File: src/hw/dispatchPkg.sv
// Shared field widths and checkpoint constants for the dispatch stage.
// Imported by wildcard in every RTL module header and by the testbench.
// The per-lane payload widths here must match the rename stage output.

`default_nettype none

package dispatchPkg;

  // instruction payload widths
  localparam int PC_W         = 32;  // program counter
  localparam int OPCODE_W     = 8;   // decoded opcode
  localparam int ARCH_REG_LOG = 5;   // architectural register index
  localparam int PHYS_REG_LOG = 7;   // physical register tag

  // branch checkpoints
  localparam int CHECKPOINTS    = 8;                     // one mask bit per checkpoint
  localparam int CHECKPOINT_LOG = $clog2(CHECKPOINTS);   // checkpoint id width

  // Mask of checkpoint bits that survive this cycle. A verified control
  // instruction frees its checkpoint, so that bit must be cleared in every
  // younger instruction's branch mask.
  function automatic logic [CHECKPOINTS-1:0] verifyKeepMask(
    input logic                      verified,
    input logic [CHECKPOINT_LOG-1:0] verifiedId
  );
    logic [CHECKPOINTS-1:0] keep;
    keep = '1;
    if (verified) begin
      keep[verifiedId] = 1'b0;  // checkpoint resolved correctly
    end
    return keep;
  endfunction

  // apply the keep mask to one lane's branch mask
  function automatic logic [CHECKPOINTS-1:0] applyKeepMask(
    input logic [CHECKPOINTS-1:0] mask,
    input logic [CHECKPOINTS-1:0] keep
  );
    return mask & keep;
  endfunction

endpackage

`default_nettype wire

File: src/hw/dispatchBundleIf.sv
// Held dispatch bundle, shared between the bundle register and the capacity check.
// The bundle register drives the payload through modport store, the capacity
// check reads the lane flags and drives dispatch through modport check.

`timescale 1ns/1ps
`default_nettype none

interface dispatchBundleIf
  import dispatchPkg::*;
#(
  parameter int DISPATCH_WIDTH = 4
) ();

  logic                                           held;         // a bundle is in the register
  logic [DISPATCH_WIDTH-1:0]                      laneValid;
  logic [DISPATCH_WIDTH-1:0][PC_W-1:0]            pc;
  logic [DISPATCH_WIDTH-1:0][OPCODE_W-1:0]        opcode;
  logic [DISPATCH_WIDTH-1:0][ARCH_REG_LOG-1:0]    archDest;
  logic [DISPATCH_WIDTH-1:0][PHYS_REG_LOG-1:0]    src1Phys;
  logic [DISPATCH_WIDTH-1:0][PHYS_REG_LOG-1:0]    src2Phys;
  logic [DISPATCH_WIDTH-1:0][PHYS_REG_LOG-1:0]    destPhys;
  logic [DISPATCH_WIDTH-1:0][PHYS_REG_LOG-1:0]    oldDestPhys;
  logic [DISPATCH_WIDTH-1:0]                      isLoad;
  logic [DISPATCH_WIDTH-1:0]                      isStore;
  logic [DISPATCH_WIDTH-1:0][CHECKPOINTS-1:0]     branchMask;   // already cleared this cycle
  logic [DISPATCH_WIDTH-1:0][CHECKPOINT_LOG-1:0]  checkpointId;
  logic                                           dispatch;     // bundle leaves at next edge

  modport store (
    output held, laneValid, pc, opcode, archDest,
    output src1Phys, src2Phys, destPhys, oldDestPhys,
    output isLoad, isStore, branchMask, checkpointId,
    input  dispatch
  );

  modport check (
    input  held, laneValid, isLoad, isStore,
    output dispatch
  );

endinterface

`default_nettype wire

File: src/hw/dispatchBundleReg.sv
// Rename-to-dispatch bundle register.
// Accepts a bundle with a valid/ready handshake, holds it under back-pressure,
// clears verified checkpoint bits in the held and incoming branch masks, and
// drops the bundle on execute-stage recovery.

`timescale 1ns/1ps
`default_nettype none

module dispatchBundleReg
  import dispatchPkg::*;
#(
  parameter int DISPATCH_WIDTH = 4
) (
  input  logic                                          clk,
  input  logic                                          arstN_i,
  input  logic                                          renValid_i,
  output logic                                          renReady_o,
  input  logic [DISPATCH_WIDTH-1:0]                     renLaneValid_i,
  input  logic [DISPATCH_WIDTH-1:0][PC_W-1:0]           renPc_i,
  input  logic [DISPATCH_WIDTH-1:0][OPCODE_W-1:0]       renOpcode_i,
  input  logic [DISPATCH_WIDTH-1:0][ARCH_REG_LOG-1:0]   renArchDest_i,
  input  logic [DISPATCH_WIDTH-1:0][PHYS_REG_LOG-1:0]   renSrc1Phys_i,
  input  logic [DISPATCH_WIDTH-1:0][PHYS_REG_LOG-1:0]   renSrc2Phys_i,
  input  logic [DISPATCH_WIDTH-1:0][PHYS_REG_LOG-1:0]   renDestPhys_i,
  input  logic [DISPATCH_WIDTH-1:0][PHYS_REG_LOG-1:0]   renOldDestPhys_i,
  input  logic [DISPATCH_WIDTH-1:0]                     renIsLoad_i,
  input  logic [DISPATCH_WIDTH-1:0]                     renIsStore_i,
  input  logic [DISPATCH_WIDTH-1:0][CHECKPOINTS-1:0]    renBranchMask_i,
  input  logic [DISPATCH_WIDTH-1:0][CHECKPOINT_LOG-1:0] renCheckpointId_i,
  input  logic                                          ctrlVerified_i,
  input  logic [CHECKPOINT_LOG-1:0]                     ctrlVerifiedId_i,
  input  logic                                          recoverEx_i,
  dispatchBundleIf.store                                bundle
);

  logic                                           heldQ;
  logic [DISPATCH_WIDTH-1:0]                      laneValidQ;
  logic [DISPATCH_WIDTH-1:0][PC_W-1:0]            pcQ;
  logic [DISPATCH_WIDTH-1:0][OPCODE_W-1:0]        opcodeQ;
  logic [DISPATCH_WIDTH-1:0][ARCH_REG_LOG-1:0]    archDestQ;
  logic [DISPATCH_WIDTH-1:0][PHYS_REG_LOG-1:0]    src1PhysQ;
  logic [DISPATCH_WIDTH-1:0][PHYS_REG_LOG-1:0]    src2PhysQ;
  logic [DISPATCH_WIDTH-1:0][PHYS_REG_LOG-1:0]    destPhysQ;
  logic [DISPATCH_WIDTH-1:0][PHYS_REG_LOG-1:0]    oldDestPhysQ;
  logic [DISPATCH_WIDTH-1:0]                      isLoadQ;
  logic [DISPATCH_WIDTH-1:0]                      isStoreQ;
  logic [DISPATCH_WIDTH-1:0][CHECKPOINTS-1:0]     branchMaskQ;
  logic [DISPATCH_WIDTH-1:0][CHECKPOINT_LOG-1:0]  checkpointIdQ;

  logic [CHECKPOINTS-1:0]                         keepMask;
  logic [DISPATCH_WIDTH-1:0][CHECKPOINTS-1:0]     heldMaskUpd;  // held masks after verify
  logic [DISPATCH_WIDTH-1:0][CHECKPOINTS-1:0]     renMaskUpd;   // incoming masks after verify
  logic                                           accept;

  // free slot now, or the held bundle leaves this cycle
  assign renReady_o = (~heldQ | bundle.dispatch) & ~recoverEx_i;
  assign accept     = renValid_i & renReady_o;

  assign keepMask = verifyKeepMask(ctrlVerified_i, ctrlVerifiedId_i);

  always_comb begin
    for (int l = 0; l < DISPATCH_WIDTH; l++) begin
      heldMaskUpd[l] = applyKeepMask(branchMaskQ[l], keepMask);
      renMaskUpd[l]  = applyKeepMask(renBranchMask_i[l], keepMask);
    end
  end

  // occupancy and lane valids
  always_ff @(posedge clk or negedge arstN_i) begin
    if (!arstN_i) begin
      heldQ      <= 1'b0;
      laneValidQ <= '0;
    end else if (recoverEx_i) begin
      heldQ      <= 1'b0;  // wrong-path bundle is dropped
      laneValidQ <= '0;
    end else if (accept) begin
      heldQ      <= 1'b1;
      laneValidQ <= renLaneValid_i;
    end else if (bundle.dispatch) begin
      heldQ      <= 1'b0;
      laneValidQ <= '0;
    end
  end

  // payload
  always_ff @(posedge clk) begin
    if (accept) begin
      pcQ           <= renPc_i;
      opcodeQ       <= renOpcode_i;
      archDestQ     <= renArchDest_i;
      src1PhysQ     <= renSrc1Phys_i;
      src2PhysQ     <= renSrc2Phys_i;
      destPhysQ     <= renDestPhys_i;
      oldDestPhysQ  <= renOldDestPhys_i;
      isLoadQ       <= renIsLoad_i;
      isStoreQ      <= renIsStore_i;
      checkpointIdQ <= renCheckpointId_i;
      branchMaskQ   <= renMaskUpd;
    end else begin
      // stalled bundles still see checkpoints resolve
      branchMaskQ   <= heldMaskUpd;
    end
  end

  assign bundle.held         = heldQ;
  assign bundle.laneValid    = laneValidQ;
  assign bundle.pc           = pcQ;
  assign bundle.opcode       = opcodeQ;
  assign bundle.archDest     = archDestQ;
  assign bundle.src1Phys     = src1PhysQ;
  assign bundle.src2Phys     = src2PhysQ;
  assign bundle.destPhys     = destPhysQ;
  assign bundle.oldDestPhys  = oldDestPhysQ;
  assign bundle.isLoad       = isLoadQ;
  assign bundle.isStore      = isStoreQ;
  assign bundle.branchMask   = heldMaskUpd;  // same-cycle verify already applied
  assign bundle.checkpointId = checkpointIdQ;

endmodule

`default_nettype wire

File: src/hw/dispatchCapacityCheck.sv
// Back-end room check for the held dispatch bundle.
// Counts valid loads, stores and lanes, compares them against the load queue,
// store queue, issue queue and active list occupancy, and decides dispatch.

`timescale 1ns/1ps
`default_nettype none

module dispatchCapacityCheck
  import dispatchPkg::*;
#(
  parameter int DISPATCH_WIDTH = 4,
  parameter int LSQ_SIZE       = 16,
  parameter int IQ_SIZE        = 32,
  parameter int AL_SIZE        = 64
) (
  input  logic [$clog2(LSQ_SIZE):0] loadQueueCnt_i,
  input  logic [$clog2(LSQ_SIZE):0] storeQueueCnt_i,
  input  logic [$clog2(IQ_SIZE):0]  issueQueueCnt_i,
  input  logic [$clog2(AL_SIZE):0]  activeListCnt_i,
  input  logic                      recoverEx_i,
  output logic                      stallFrontEnd_o,
  dispatchBundleIf.check            bundle
);

  localparam int LANE_CNT_W = $clog2(DISPATCH_WIDTH + 1);
  localparam int LSQ_SUM_W  = $clog2(LSQ_SIZE) + 2;  // one spare bit for the sum
  localparam int IQ_SUM_W   = $clog2(IQ_SIZE) + 2;
  localparam int AL_SUM_W   = $clog2(AL_SIZE) + 2;

  logic [LANE_CNT_W-1:0] loadCnt;
  logic [LANE_CNT_W-1:0] storeCnt;
  logic [LANE_CNT_W-1:0] laneCnt;

  logic [LSQ_SUM_W-1:0]  loadSum;
  logic [LSQ_SUM_W-1:0]  storeSum;
  logic [IQ_SUM_W-1:0]   issueSum;
  logic [AL_SUM_W-1:0]   activeSum;

  logic                  loadFits;
  logic                  storeFits;
  logic                  issueFits;
  logic                  activeFits;
  logic                  bundleFits;

  // only valid lanes claim back-end entries
  always_comb begin
    loadCnt  = '0;
    storeCnt = '0;
    laneCnt  = '0;
    for (int l = 0; l < DISPATCH_WIDTH; l++) begin
      loadCnt  = loadCnt + LANE_CNT_W'(bundle.laneValid[l] & bundle.isLoad[l]);
      storeCnt = storeCnt + LANE_CNT_W'(bundle.laneValid[l] & bundle.isStore[l]);
      laneCnt  = laneCnt + LANE_CNT_W'(bundle.laneValid[l]);
    end
  end

  assign loadSum   = LSQ_SUM_W'(loadQueueCnt_i) + LSQ_SUM_W'(loadCnt);
  assign storeSum  = LSQ_SUM_W'(storeQueueCnt_i) + LSQ_SUM_W'(storeCnt);
  assign issueSum  = IQ_SUM_W'(issueQueueCnt_i) + IQ_SUM_W'(laneCnt);
  assign activeSum = AL_SUM_W'(activeListCnt_i) + AL_SUM_W'(laneCnt);

  assign loadFits   = loadSum <= LSQ_SUM_W'(LSQ_SIZE);
  assign storeFits  = storeSum <= LSQ_SUM_W'(LSQ_SIZE);
  assign issueFits  = issueSum <= IQ_SUM_W'(IQ_SIZE);
  assign activeFits = activeSum <= AL_SUM_W'(AL_SIZE);

  assign bundleFits = loadFits & storeFits & issueFits & activeFits;

  // the whole bundle goes, or none of it
  assign bundle.dispatch = bundle.held & bundleFits & ~recoverEx_i;
  assign stallFrontEnd_o = bundle.held & ~bundleFits;

endmodule

`default_nettype wire

File: src/hw/dispatchTop.sv
// Dispatch stage top level.
// Takes renamed bundles from rename through a valid/ready handshake and sends
// each bundle whole to the back end once all queues have room.

`timescale 1ns/1ps
`default_nettype none

module dispatchTop
  import dispatchPkg::*;
#(
  parameter int DISPATCH_WIDTH = 4,
  parameter int LSQ_SIZE       = 16,
  parameter int IQ_SIZE        = 32,
  parameter int AL_SIZE        = 64
) (
  input  logic                                          clk,
  input  logic                                          arstN_i,
  // rename side
  input  logic                                          renValid_i,
  output logic                                          renReady_o,
  input  logic [DISPATCH_WIDTH-1:0]                     renLaneValid_i,
  input  logic [DISPATCH_WIDTH-1:0][PC_W-1:0]           renPc_i,
  input  logic [DISPATCH_WIDTH-1:0][OPCODE_W-1:0]       renOpcode_i,
  input  logic [DISPATCH_WIDTH-1:0][ARCH_REG_LOG-1:0]   renArchDest_i,
  input  logic [DISPATCH_WIDTH-1:0][PHYS_REG_LOG-1:0]   renSrc1Phys_i,
  input  logic [DISPATCH_WIDTH-1:0][PHYS_REG_LOG-1:0]   renSrc2Phys_i,
  input  logic [DISPATCH_WIDTH-1:0][PHYS_REG_LOG-1:0]   renDestPhys_i,
  input  logic [DISPATCH_WIDTH-1:0][PHYS_REG_LOG-1:0]   renOldDestPhys_i,
  input  logic [DISPATCH_WIDTH-1:0]                     renIsLoad_i,
  input  logic [DISPATCH_WIDTH-1:0]                     renIsStore_i,
  input  logic [DISPATCH_WIDTH-1:0][CHECKPOINTS-1:0]    renBranchMask_i,
  input  logic [DISPATCH_WIDTH-1:0][CHECKPOINT_LOG-1:0] renCheckpointId_i,
  // back-end occupancy and control
  input  logic [$clog2(LSQ_SIZE):0]                     loadQueueCnt_i,
  input  logic [$clog2(LSQ_SIZE):0]                     storeQueueCnt_i,
  input  logic [$clog2(IQ_SIZE):0]                      issueQueueCnt_i,
  input  logic [$clog2(AL_SIZE):0]                      activeListCnt_i,
  input  logic                                          ctrlVerified_i,
  input  logic [CHECKPOINT_LOG-1:0]                     ctrlVerifiedId_i,
  input  logic                                          recoverEx_i,
  // back-end side
  output logic                                          dispValid_o,
  output logic [DISPATCH_WIDTH-1:0]                     dispLaneValid_o,
  output logic [DISPATCH_WIDTH-1:0][PC_W-1:0]           dispPc_o,
  output logic [DISPATCH_WIDTH-1:0][OPCODE_W-1:0]       dispOpcode_o,
  output logic [DISPATCH_WIDTH-1:0][ARCH_REG_LOG-1:0]   dispArchDest_o,
  output logic [DISPATCH_WIDTH-1:0][PHYS_REG_LOG-1:0]   dispSrc1Phys_o,
  output logic [DISPATCH_WIDTH-1:0][PHYS_REG_LOG-1:0]   dispSrc2Phys_o,
  output logic [DISPATCH_WIDTH-1:0][PHYS_REG_LOG-1:0]   dispDestPhys_o,
  output logic [DISPATCH_WIDTH-1:0][PHYS_REG_LOG-1:0]   dispOldDestPhys_o,
  output logic [DISPATCH_WIDTH-1:0]                     dispIsLoad_o,
  output logic [DISPATCH_WIDTH-1:0]                     dispIsStore_o,
  output logic [DISPATCH_WIDTH-1:0][CHECKPOINTS-1:0]    dispBranchMask_o,
  output logic [DISPATCH_WIDTH-1:0][CHECKPOINT_LOG-1:0] dispCheckpointId_o,
  output logic                                          stallFrontEnd_o
);

  dispatchBundleIf #(.DISPATCH_WIDTH(DISPATCH_WIDTH)) bundle ();

  dispatchBundleReg #(
    .DISPATCH_WIDTH (DISPATCH_WIDTH)
  ) i_bundleReg (
    .clk               (clk),
    .arstN_i           (arstN_i),
    .renValid_i        (renValid_i),
    .renReady_o        (renReady_o),
    .renLaneValid_i    (renLaneValid_i),
    .renPc_i           (renPc_i),
    .renOpcode_i       (renOpcode_i),
    .renArchDest_i     (renArchDest_i),
    .renSrc1Phys_i     (renSrc1Phys_i),
    .renSrc2Phys_i     (renSrc2Phys_i),
    .renDestPhys_i     (renDestPhys_i),
    .renOldDestPhys_i  (renOldDestPhys_i),
    .renIsLoad_i       (renIsLoad_i),
    .renIsStore_i      (renIsStore_i),
    .renBranchMask_i   (renBranchMask_i),
    .renCheckpointId_i (renCheckpointId_i),
    .ctrlVerified_i    (ctrlVerified_i),
    .ctrlVerifiedId_i  (ctrlVerifiedId_i),
    .recoverEx_i       (recoverEx_i),
    .bundle            (bundle.store)
  );

  dispatchCapacityCheck #(
    .DISPATCH_WIDTH (DISPATCH_WIDTH),
    .LSQ_SIZE       (LSQ_SIZE),
    .IQ_SIZE        (IQ_SIZE),
    .AL_SIZE        (AL_SIZE)
  ) i_capacityCheck (
    .loadQueueCnt_i  (loadQueueCnt_i),
    .storeQueueCnt_i (storeQueueCnt_i),
    .issueQueueCnt_i (issueQueueCnt_i),
    .activeListCnt_i (activeListCnt_i),
    .recoverEx_i     (recoverEx_i),
    .stallFrontEnd_o (stallFrontEnd_o),
    .bundle          (bundle.check)
  );

  assign dispValid_o        = bundle.dispatch;
  assign dispLaneValid_o    = bundle.laneValid;
  assign dispPc_o           = bundle.pc;
  assign dispOpcode_o       = bundle.opcode;
  assign dispArchDest_o     = bundle.archDest;
  assign dispSrc1Phys_o     = bundle.src1Phys;
  assign dispSrc2Phys_o     = bundle.src2Phys;
  assign dispDestPhys_o     = bundle.destPhys;
  assign dispOldDestPhys_o  = bundle.oldDestPhys;
  assign dispIsLoad_o       = bundle.isLoad;
  assign dispIsStore_o      = bundle.isStore;
  assign dispBranchMask_o   = bundle.branchMask;  // verified bit cleared
  assign dispCheckpointId_o = bundle.checkpointId;

endmodule

`default_nettype wire

File: config.mk
export PLATFORM = sky130hd
export DESIGN_NAME = dispatchTop
export DESIGN_NICKNAME = d
export VERILOG_FILES = /design/src/hw/dispatchPkg.sv /design/src/hw/dispatchBundleIf.sv /design/src/hw/dispatchBundleReg.sv /design/src/hw/dispatchCapacityCheck.sv /design/src/hw/dispatchTop.sv
export SDC_FILE = /design/constraint.sdc
export NUM_CORES = 1
export LEC_CHECK = 0
export ABC_AREA = 1
export ABC_CLOCK_PERIOD_IN_PS = 8300
export BUFFER_PORTS_ARGS = -buffer_cell sky130_fd_sc_hd__buf_4
export CORE_AREA = 2 2 283 285
export DETAILED_ROUTE_END_ITERATION = 8
export DIE_AREA = 0 0 285 287
export PLACE_DENSITY_LB_ADDON = 0.08
export SYNTH_ARGS = -nofsm -noshare
export SYNTH_HDL_FRONTEND = slang
export SYNTH_SLANG_ARGS = --single-unit
export TNS_END_PERCENT = 50
File: constraint.sdc
create_clock -name clk -period 8.3 [get_ports clk]
set_clock_uncertainty 0.15 [all_clocks]
set_input_delay 1.245 -clock clk [delete_from_list [all_inputs] [get_ports clk]]
set_output_delay 1.245 -clock clk [all_outputs]
set_load 0.01 [all_outputs]
Yosys cells after proc, flatten, opt, wreduce, memory -nomap -nowiden --
Cells that the tools add are included.
Storage, ports and cells: bits in registers 349, latch bits 0, memory bits (writable) 0, bits in read-only memories 0, input bits 379, output and inout bits 351, logic and storage cells 100, memories 0
Cells by class: add/subtract/negate cells 13, $mul 0, divide/modulo/power cells 0, order comparisons 6, eq/ne operators 0, shifts and indexed selects 0, mux-type cells 10, bitwise operators 29, reductions and logical operators 2
Operator list (count):
- bitwise AND 8 bit | 8
- 2-to-1 mux 32 bit | 1
- adder 3 bit | 6
- bitwise AND 1 bit | 16
- adder 5 x 3 -> 6 bit | 2
- <= comparator 6 x 5 -> 1 bit, second input constant | 2
- 2-to-1 mux 4 bit | 3
- adder 7 x 3 -> 8 bit | 1
- <= comparator 8 x 7 -> 1 bit, second input constant | 1
- 2-to-1 mux 8 bit | 1
- inverter 8 bit | 1
- adder 6 x 3 -> 7 bit | 1
- <= comparator 7 x 6 -> 1 bit, second input constant | 1
- adder 3 x 1 -> 3 bit | 2
- less-than comparator 3 x 4 -> 1 bit, second input constant | 1
- 2-to-1 mux 1 bit | 4
- demux 1 bit (select 3 bit) | 1
- >= comparator 3 x 1 -> 1 bit, second input constant | 1
- inverter 1 bit | 3
- nonzero test 3 bit | 1
- adder 1 x 1 -> 2 bit | 1
- logical AND 1 bit | 1
- bitwise OR 1 bit | 1

Logic depth before layout (Yosys ltp) --
Gate-level depths: netlist (run 1).
depth after elaboration 16, depth in mapped cells 22, gate-level depth less buffers 21

By module --
Synthesis (run 1) repeated with hierarchy kept, for this count alone.
Second synthesis, totals: cell total of the unflattened synthesis 805, area, all modules 12318.1 um^2
Modules (own cells, without submodules):
- dispatchBundleReg | instances 1, cells an instance 627, area each 11314.6 um^2, seq. area each 10134.7 um^2
- dispatchCapacityCheck | instances 1, cells an instance 178, area each 1003.5 um^2, seq. area each 0.0 um^2

Worst setup path before layout (run 1) --
No wires, ideal clock.
kind reg-to-reg, start point reg i_bundleReg.isStoreQ[3] (netlist: i_bundleReg.bundle.isStore[3]), end point reg i_bundleReg.archDestQ (netlist bit i_bundleReg.bundle.archDest[0]) (enable), library setup time 0.524 ns, arrival time 6.243 ns, path slack 1.383 ns, cell stages (with the launch flop) 19, buffers on the path 1, period minus slack after synthesis 6.917 ns, cells stage by stage edfxtp_1 nand2_1 inv_1 fa_1 ha_1 ha_1 inv_1 fa_1 nand2_1 a21oi_1 nand3_1 nand2_1 nand3_1 nor2_2 nand3_2 nand2_4 nand3_4 buf_2 inv_2
Between the ends: longest elaborated chain between the ends 12
RTL lines:
- start: declaration | RTL line dispatchBundleReg.sv:46 | logic [DISPATCH_WIDTH-1:0] isStoreQ;
- start signal: assignment | RTL line dispatchBundleReg.sv:96 | isStoreQ <= renIsStore_i;
- bitwise AND 1 bit | RTL line dispatchCapacityCheck.sv:52 | storeCnt = storeCnt + LANE_CNT_W'(bundle.laneValid[l] & bundle.isStore[l]);
- adder 3 bit | RTL line dispatchCapacityCheck.sv:52
- adder 5 x 3 -> 6 bit | RTL line dispatchCapacityCheck.sv:58 | assign storeSum = LSQ_SUM_W'(storeQueueCnt_i) + LSQ_SUM_W'(storeCnt);
- <= comparator 6 x 5 -> 1 bit | RTL line dispatchCapacityCheck.sv:63 | assign storeFits = storeSum <= LSQ_SUM_W'(LSQ_SIZE);
- bitwise AND 1 bit (3 in series) | RTL line dispatchCapacityCheck.sv:67 | assign bundleFits = loadFits & storeFits & issueFits & activeFits;
- bitwise AND 1 bit (2 in series) | RTL line dispatchCapacityCheck.sv:70 | assign bundle.dispatch = bundle.held & bundleFits & ~recoverEx_i;
- bitwise OR 1 bit | RTL line dispatchBundleReg.sv:56 | assign renReady_o = (~heldQ | bundle.dispatch) & ~recoverEx_i;
- bitwise AND 1 bit | RTL line dispatchBundleReg.sv:56
- bitwise AND 1 bit | RTL line dispatchBundleReg.sv:57 | assign accept = renValid_i & renReady_o;
- net i_bundleReg.accept | RTL line dispatchBundleReg.sv:53 | logic accept;
- end signal: assignment | RTL line dispatchBundleReg.sv:90 | archDestQ <= renArchDest_i;
- end: declaration | RTL line dispatchBundleReg.sv:40 | logic [DISPATCH_WIDTH-1:0][ARCH_REG_LOG-1:0] archDestQ;
The timed path passes the listed nets, and every way through them passes these cells. A chain may end at the register's enable or synchronous reset.

Worst setup path in the final report (run 1) --
start point reg i_bundleReg.laneValidQ[3] (netlist: i_bundleReg.bundle.laneValid[3]), end point reg i_bundleReg.oldDestPhysQ (netlist bit i_bundleReg.bundle.oldDestPhys[16]) (enable)
Between the ends: longest elaborated chain between the ends 12
RTL lines:
- start: declaration | RTL line dispatchBundleReg.sv:37 | logic [DISPATCH_WIDTH-1:0] laneValidQ;
- start signal: assignment | RTL line dispatchBundleReg.sv:78 | laneValidQ <= renLaneValid_i;
- bitwise AND 1 bit (on tied branches) | RTL line dispatchCapacityCheck.sv:51, dispatchCapacityCheck.sv:52
- adder 3 bit (on tied branches) | RTL line dispatchCapacityCheck.sv:51, dispatchCapacityCheck.sv:52
- adder 5 x 3 -> 6 bit (on tied branches) | RTL line dispatchCapacityCheck.sv:57, dispatchCapacityCheck.sv:58
- <= comparator 6 x 5 -> 1 bit (on tied branches) | RTL line dispatchCapacityCheck.sv:62, dispatchCapacityCheck.sv:63
- bitwise AND 1 bit (2 in series) | RTL line dispatchCapacityCheck.sv:67
- bitwise AND 1 bit * | RTL line dispatchCapacityCheck.sv:67
- bitwise AND 1 bit * (2 in series) | RTL line dispatchCapacityCheck.sv:70
- bitwise OR 1 bit * | RTL line dispatchBundleReg.sv:56
- bitwise AND 1 bit * | RTL line dispatchBundleReg.sv:56
- bitwise AND 1 bit * | RTL line dispatchBundleReg.sv:57
- net i_bundleReg.accept | RTL line dispatchBundleReg.sv:53
- end signal: assignment | RTL line dispatchBundleReg.sv:94 | oldDestPhysQ <= renOldDestPhys_i;
- end: declaration | RTL line dispatchBundleReg.sv:44 | logic [DISPATCH_WIDTH-1:0][PHYS_REG_LOG-1:0] oldDestPhysQ;
The timed path passes the listed nets; every way through them passes the cells marked *.

==> summary.txt, run 1 <==
Place
  – Port Buf Inserts: 729
  – Placer congestion estimate: 0.766
  – Dpl hpwl: ~42000 um

Drt
  – 1st-iter DRT viols: ~400
  – Final antenna-violating net count: 0
  – DRT Pass-1 Iters: 4
  – Met2 WL: about 28000 um
  – Routed wire per std cell: slightly below 20 um
  – Vias: about 9200
  – Met3 WL: between 4000 and 5000 um
  – WL met1: between 15000 and 20000 um
  – Drt via density: 3.44
  – Wirelength, routed: between 50000 and 60000 um
  – DR top layer: met5
  – DRC errors left: 0

STA
  – Min Tclk post-route: between 5 and 6 ns
  – Final Hold Vio Count: 0
  – Final period util: 70.2%
  – Setup violators final: 0
  – RSZ-0062 raised after global routing: false
  – Rel. slew slack: roughly 35%
  – Fmax: roughly 0.17 GHz
  – Tightest Pin Transition: 0.982 ns
  – Max Transition Viols Final: 0
  – Sum of negative setup slack: 0 ns

Synth
  – Top post-synthesis cells by area: edfxtp_1 76%, dfxtp_1 5.2%, nand2_1 4.1%
  – Post-synthesis cell count: between 800 and 900
  – Post-synthesis mux area share: 0%
  – Mapped Nets: 1217
  – Syn Std Cell Area: between 0.01 and 0.015 mm2
  – Largest family of logic cells by synthesized area: simple AND/OR/NAND/NOR gates
  – Ys flop type: edfxtp_1
  – Synth warn: 0
  – Cell taking the most area after synthesis: edfxtp_1
  – Yosys top cell area share: between 70% and 80%
  – Compound-gate portion of the synthesized area: 0.706%
  – Most common cell in the netlist: edfxtp_1
  – Post-synth top cells: 312 x edfxtp_1, 137 x nand2_1, 119 x inv_1
  – Yosys reg bits: roughly 350
  – Post-Synth Adder-Cell Area: slightly below 3%
  – Asr flop ratio synth: around 1.4%
  – EDFF count, synth: roughly 310
  – Post-Synth XOR/XNOR Area: less than 1%
  – Synth Area in Simple Gates: approximately 9.9%
  – Netlist cell types: 26
  – Register area share after synthesis: approximately four fifths
  – Post-Syn Area per Cell: roughly 15 um2

Clocking
  – Hold buffers post-CTS: 0
  – H-tree depth: 2
  – CTS Root Cell: clkbuf_16
  – Worst-Skew Late Latency: around 0.57 ns
  – Total CTS buffers: 45
  – Clock transition at the registers of the reported paths: around 0.05 ns
  – Setup bufs post-CTS: 0
  – CTS tree: yes
  – CTS Buffer Depth: 3
  – PostCTS Resize Cnt: 0
  – Clock sinks: between 300 and 400

Floorplan
  – Die Height: between 200 and 300 um
  – Core area: between 0.07 and 0.08 mm2
  – Die Width: roughly 290 um
  – I/O Pins: 730
  – DIE AREA: 0.0818 mm2
  – Initial Util: around 16%
  – Number of cell rows: 103

Setup path
  – Largest stage delay, worst path: roughly 0.64 ns
  – CP max FO: just under 100
  – CP startpoint: i_bundleReg.bundle.laneValid[3]
  – Chain of cells forming the critical path: nand2_1, inv_1, fa_1, ha_1, ha_1, inv_1, fa_1, nand2_1, a21oi_1, nand3_1, nand2_1, nand3_1, nor2_2, nand3_2, nand2_4, nand3_4, inv_8, buf_4
  – Required time worst endpoint: between 8 and 9 ns
  – CP top delay family: simple AND/OR/NAND/NOR gates
  – CP most frequent cell: nand2_1
  – Crit path buf inv count: 4
  – Critical path launch point type: flop
  – CP arrival: 5.88 ns
  – Worst setup EP type: flop
  – Crit Path Category: reg2reg
  – Crit Reg-Reg Startpoint: i_bundleReg.bundle.laneValid[3]
  – Crit-path slowest cell: inv_8

GRT
  – First-pass GRT wire length: just over 70000 um
  – Vias in the first global route: 9597
  – Number of antenna violations at the first check in global routing: 9
  – Congestion Overflow GR: 0
  – GR Util All Layers: about an eighth
  – Largest net degree at the start of global routing: between 90 and 100

Power
  – Seq pwr share: between 40% and 50%
  – Worst IR drop on VDD: around 0.13 mV
  – Combinational power share: a little under an eighth
  – Psw: between 1 and 1.5 mW
  – Internal power: approximately 3.3 mW
  – Clock power frac: 41.0%
  – Power per Cell Area: about 210 mW/mm2
  – Sw Share: around a quarter
  – LEAKAGE: between 8 and 9 nW
  – Tot Pwr: between 4 and 5 mW

Flow run
  – Max-cap violation count: 0

Run status
  – Status: completed

Final layout
  – Share of layout cells above drive strength 1: about half
  – Layout area overhead: 65.2%
  – Final nets: slightly below 2000

Min path
  – Worst hold path class: in2async
per-layer routing:
layer	vias up	GRT usage, %
met5	-	0
met4	10	4.07
met3	82	5.14
met2	395	22.4
met1	4337	12.4
li1	4354	-
sequential cells by signal, summed over array words and instances (netlist names):
signal	flops
i_bundleReg.branchMaskQ	32
i_bundleReg.bundle.archDest	20
i_bundleReg.bundle.checkpointId	12
i_bundleReg.bundle.destPhys	28
i_bundleReg.bundle.held	1
i_bundleReg.bundle.isLoad	4
i_bundleReg.bundle.isStore	4
i_bundleReg.bundle.laneValid	4
i_bundleReg.bundle.oldDestPhys	28
i_bundleReg.bundle.opcode	32
i_bundleReg.bundle.pc	128
i_bundleReg.bundle.src1Phys	28
i_bundleReg.bundle.src2Phys	28
area by class of cell:
| type | count | area, um2 |
|---|---|---|
| fillers | 8348 | 58100 |
| flip-flops and latches | 349 | 10100 |
| repair buffers | 735 | 5540 |
| multi-input cells | 326 | 1730 |
| well taps | 1050 | 1310 |
| clock buffers | 66 | 1210 |
| inverters | 122 | 465 |
| clock inverters | 15 | 88.8 |
| diodes | 3 | 7.51 |
cell usage in the layout (no fill, tap or decap), types with 18 or more instances in the layout:
master     synthesis  final
buf_4              0    733
clkbuf_1           4     20
clkbuf_16          0     45
dfxtp_1           32     32
edfxtp_1         312    312
ha_1              18     18
inv_1            119    119
nand2_1          137    137
nand3_1           22     22
nand4_1           42     42
nor2_1            77     77
path summary, 6_finish.rpt:
kind	slack [ns]	cells past startpoint	to
min in group clk	0.37	4	i_bundleReg.branchMaskQ[25]
setup reg to reg	2.47	18	i_bundleReg.bundle.oldDestPhys[16]
hold reg to reg	0.37	4	i_bundleReg.branchMaskQ[25]
setup / recovery	2.47	18	i_bundleReg.bundle.oldDestPhys[16]
hold / removal	0.32	1	i_bundleReg.bundle.laneValid[3]
max in group asynchronous	7.57	1	i_bundleReg.bundle.laneValid[0]
through the flow:
step | instances | setup slack, ns | hold WS [ns] | utilization [%] | area (um2)
4_1_cts | 2663 | 2.41 | 0.275 | 26.1 | 20500
3_5_place_dp | 2582 | 2.45 | 0.364 | 24.4 | 19200
6_report | 2666 | 2.47 | 0.325 | 26.1 | 20500
5_1_grt | 2666 | 2.08 | 0.286 | 26.1 | 20500
2_1_floorplan | 813 | 1.38 | 0.382 | - | 12400
3_3_place_gp | 2582 | 2.44 | 0.355 | 24.4 | 19200
cell families (layout without fill, tap and decap cells):
| family | count (synthesis) | in the layout |
|---|---|---|
| and+or+nand+nor | 283 | 283 |
| other | 0 | 3 |
| DFF | 349 | 349 |
| adders and majority gates | 25 | 25 |
| AOI/OAI and AO/OA | 13 | 13 |
| xor gates and xnor gates | 5 | 5 |
| buffers and inverters | 138 | 938 |
power by group through the flow:
stage	registers, mW	clock network [mW]	logic [mW]
after floorplan	2.13	0	0.150
final	2.05	1.79	0.518
after CTS	2.05	1.88	0.534
after global routing	2.06	1.93	0.571
after detailed placement	2.09	0	0.532
after global placement	2.08	0	0.535
Power figures use the tool's default switching activity.
==> run 2: changes to the inputs <==
--- a/config.mk
+++ b/config.mk
@@ -5,12 +5,12 @@
 export SDC_FILE = /design/constraint.sdc
 export NUM_CORES = 1
 export LEC_CHECK = 0
-export ABC_AREA = 1
-export ABC_CLOCK_PERIOD_IN_PS = 8300
+export ABC_AREA = 0
+export ABC_CLOCK_PERIOD_IN_PS = 6080
 export BUFFER_PORTS_ARGS = -buffer_cell sky130_fd_sc_hd__buf_4
-export CORE_AREA = 2 2 283 285
+export CORE_AREA = 2 2 287 289
 export DETAILED_ROUTE_END_ITERATION = 8
-export DIE_AREA = 0 0 285 287
+export DIE_AREA = 0 0 289 291
 export PLACE_DENSITY_LB_ADDON = 0.08
 export SYNTH_ARGS = -nofsm -noshare
 export SYNTH_HDL_FRONTEND = slang
==> constraint.sdc (replaced) <==
create_clock -name clk -period 6.08 [get_ports clk]
set_clock_uncertainty 0.15 [all_clocks]
set_input_delay 0.912 -clock clk [delete_from_list [all_inputs] [get_ports clk]]
set_output_delay 0.912 -clock clk [all_outputs]
set_load 0.01 [all_outputs]
==> summary.txt, run 2 <==
Final layout
  – Commonest non-fill, non-tap cell in the layout: buf_4
  – Commonest non-fill, non-tap cells in the layout: 735 x buf_4, 312 x edfxtp_1, 78 x nand2_1
  – Max reg flops: about 130
  – Layout area overhead: 64.7%
  – Final nets: between 1500 and 2000
  – Fin area: 0.0211 mm2
  – Share of layout cells above drive strength 1: approximately half

Synth
  – Cell taking the most area after synthesis: edfxtp_1
  – Yosys top cell area share: around three quarters
  – EDFF count, synth: around 310
  – Post-Syn Area per Cell: roughly 16 um2
  – Post-synth top cells: 312 x edfxtp_1, 78 x nand2_1, 54 x inv_1
  – Post-synthesis cell count: a little under 800
  – Mapped Nets: approximately 1200
  – Asr flop ratio synth: about 1.4%
  – Synth warn: 0
  – Top post-synthesis cells by area: edfxtp_1 73%, dfxtp_1 5.0%, nand2_1 2.3%
  – Ys flop type: edfxtp_1
  – Register area share after synthesis: about four fifths
  – Netlist cell types: 46
  – Most common cell in the netlist: edfxtp_1
  – Yosys reg bits: approximately 350
  – Syn Std Cell Area: 0.0128 mm2

Setup path
  – Required time worst endpoint: about 5.0 ns
  – Critical path launch point type: flop
  – Worst R2R End: i_bundleReg.bundle.pc[121]
  – Worst setup EP type: output pin
  – CP arrival: 4.64 ns
  – Worst R2R Setup Slack: roughly 0.96 ns
  – Worst reg2reg path depth: 16
  – Crit Path Category: reg2out
  – CP max FO: 67
  – Crit Reg-Reg Startpoint: i_bundleReg.bundle.laneValid[1]

Drt
  – Vias: about 10000
  – Final antenna-violating net count: 0
  – DRC errors left: 0
  – 1st-iter DRT viols: 421
  – Routed wire per std cell: approximately 22 um
  – Drt via density: approximately 3.7
  – Wirelength, routed: between 50000 and 60000 um
  – DRT Pass-1 Iters: 4

Place
  – Dpl hpwl: 44400 um
  – Placer congestion estimate: between 0.7 and 0.8
  – Port Buf Inserts: 729
  – DP Area: a little under 0.02 mm2

STA
  – Final period util: about 94%
  – Min Tclk post-route: approximately 5.7 ns
  – Tightest Pin Transition: between 0.7 and 0.8 ns
  – Fmax: around 0.18 GHz
  – Final Hold Vio Count: 0
  – Setup violators final: 0
  – RSZ-0062 raised after global routing: false
  – Hold WS: between 0.3 and 0.4 ns
  – Max Transition Viols Final: 0
  – Sum of negative setup slack: 0 ns
  – Rel. slew slack: between 50% and 60%

Flow run
  – Max-cap violation count: 0

Clocking
  – Clock transition at the registers of the reported paths: roughly 0.06 ns
  – Clock sinks: about 350
  – Worst-Skew Late Latency: between 0.5 and 0.6 ns
  – Total CTS buffers: 45
  – Setup bufs post-CTS: 0
  – CTS Buffer Depth: 3
  – CTS Root Cell: clkbuf_16
  – CTS tree: yes
  – H-tree depth: 2

Min path
  – Hold path cells: 1
  – Worst hold path class: in2reg
  – Min-Delay Endpoint: i_bundleReg.bundle.src1Phys[14]
  – HP Start: renSrc1Phys_i[14]

Power
  – Worst IR drop on VDD: approximately 0.18 mV
  – LEAKAGE: 8.66 nW
  – Power per Cell Area: 300 mW/mm2

GRT
  – Largest net degree at the start of global routing: 86
  – Congestion Overflow GR: 0
  – GR Util All Layers: about an eighth
  – First-pass GRT wire length: between 70000 and 80000 um
  – Vias in the first global route: 10300
  – Number of antenna violations at the first check in global routing: 6

Floorplan
  – Core area: 0.0812 mm2
  – DIE AREA: between 0.08 and 0.09 mm2
  – I/O Pins: 730
  – Initial Util: 15.7%
  – Number of cell rows: 105
  – Die Height: a little under 300 um
  – Die Width: roughly 290 um

Run status
  – Status: completed
run 2: cell count changes after synthesis, moves of 18 or more:
cell / previous run / this run
or4_1: 0 / 32
nor2_1: 77 / 6
nand3_1: 22 / 40
o22ai_1: 0 / 36
nand2_1: 137 / 78
inv_1: 119 / 54
a21oi_1: 5 / 42
clkbuf_1: 4 / 27
nand4_1: 42 / 2
o211ai_1: 0 / 32
run 2: worst max-delay path, cell delays in order (launching register included):
cell	delay, ns
dfrtp_1	0.43
ha_1	0.31
inv_1	0.07
fa_1	0.41
inv_1	0.11
ha_1	0.17
inv_1	0.05
fa_1	0.50
or3b_1	0.35
mux2i_1	0.19
nand2_1	0.10
o31a_1	0.26
o22a_4	0.46
o21a_2	0.40
nor2_1	0.11
buf_4	0.13
run 2: cell families (layout without fill, tap and decap cells):
| family | count (synthesis) | in the layout | share of synthesized area [%] |
|---|---|---|---|
| muxes | 2 | 2 | 0.157 |
| other | 0 | 2 | 0 |
| buffers and inverters | 87 | 877 | 2.91 |
| xor gates and xnor gates | 4 | 4 | 0.333 |
| DFF | 349 | 349 | 79.3 |
| adders and majority gates | 25 | 25 | 2.86 |
| and+or+nand+nor | 192 | 192 | 7.91 |
| AOI/OAI and AO/OA | 129 | 129 | 6.57 |
run 2: per-stage QoR:
step / total power, mW / std cells / setup slack (ns) / utilization (%)
6_report: 6.32 / 2650 / 0.378 / 25.9
5_1_grt: 6.63 / 2648 / 0.0581 / 25.9
4_1_cts: 6.46 / 2648 / 0.199 / 25.9
3_5_place_dp: 3.81 / 2568 / 0.834 / 24.2
3_3_place_gp: 3.80 / 2568 / 0.909 / 24.2
2_1_floorplan: 3.26 / 788 / -2.50 / -
run 2: per-layer routing:
layer,wire length (um),track usage (%),vias to the layer above
met2,30000,23.7,451
met4,1060,3.22,8
li1,-,-,4545
met3,6130,5.53,60
met1,19800,13.2,4710
met5,60,0,-
run 2: worst max path at each step:
stage | from | end | slack [ns] | cells past startpoint
after floorplan | i_bundleReg.bundle.laneValid[1] | i_bundleReg.bundle.archDest[0] | -2.50 | 16
after global placement | i_bundleReg.bundle.laneValid[0] | i_bundleReg.bundle.opcode[2] | 0.91 | 16
after detailed placement | i_bundleReg.bundle.laneValid[0] | i_bundleReg.bundle.pc[114] | 0.83 | 16
after CTS | i_bundleReg.bundle.laneValid[0] | renReady_o | 0.20 | 14
after global routing | i_bundleReg.bundle.laneValid[0] | renReady_o | 0.06 | 15
final | i_bundleReg.bundle.laneValid[1] | renReady_o | 0.38 | 15
run 2: timing repair:
action / 4_1_cts / 5_1_grt
gates resized for setup: 0 / 2
setup endpoints to repair: 0 / 2
hold buffers: 1 / 0
hold endpoints to repair: 5 / 0
run 2: area by class of cell:
type | instances | area (um2)
inverter | 54 | 203
fill | 8524 | 60100
antenna | 2 | 5.00
sequential | 349 | 10100
tap | 1070 | 1340
timing repair buffer | 744 | 5690
multi-input combinational | 352 | 2290
clock inverter | 23 | 231
clock buffer | 56 | 1170
run 2: power by group:
| group | switching [mW] | internal, mW |
|---|---|---|
| registers | 0.0405 | 2.78 |
| clock network | 1.12 | 1.46 |
| logic | 0.477 | 0.443 |
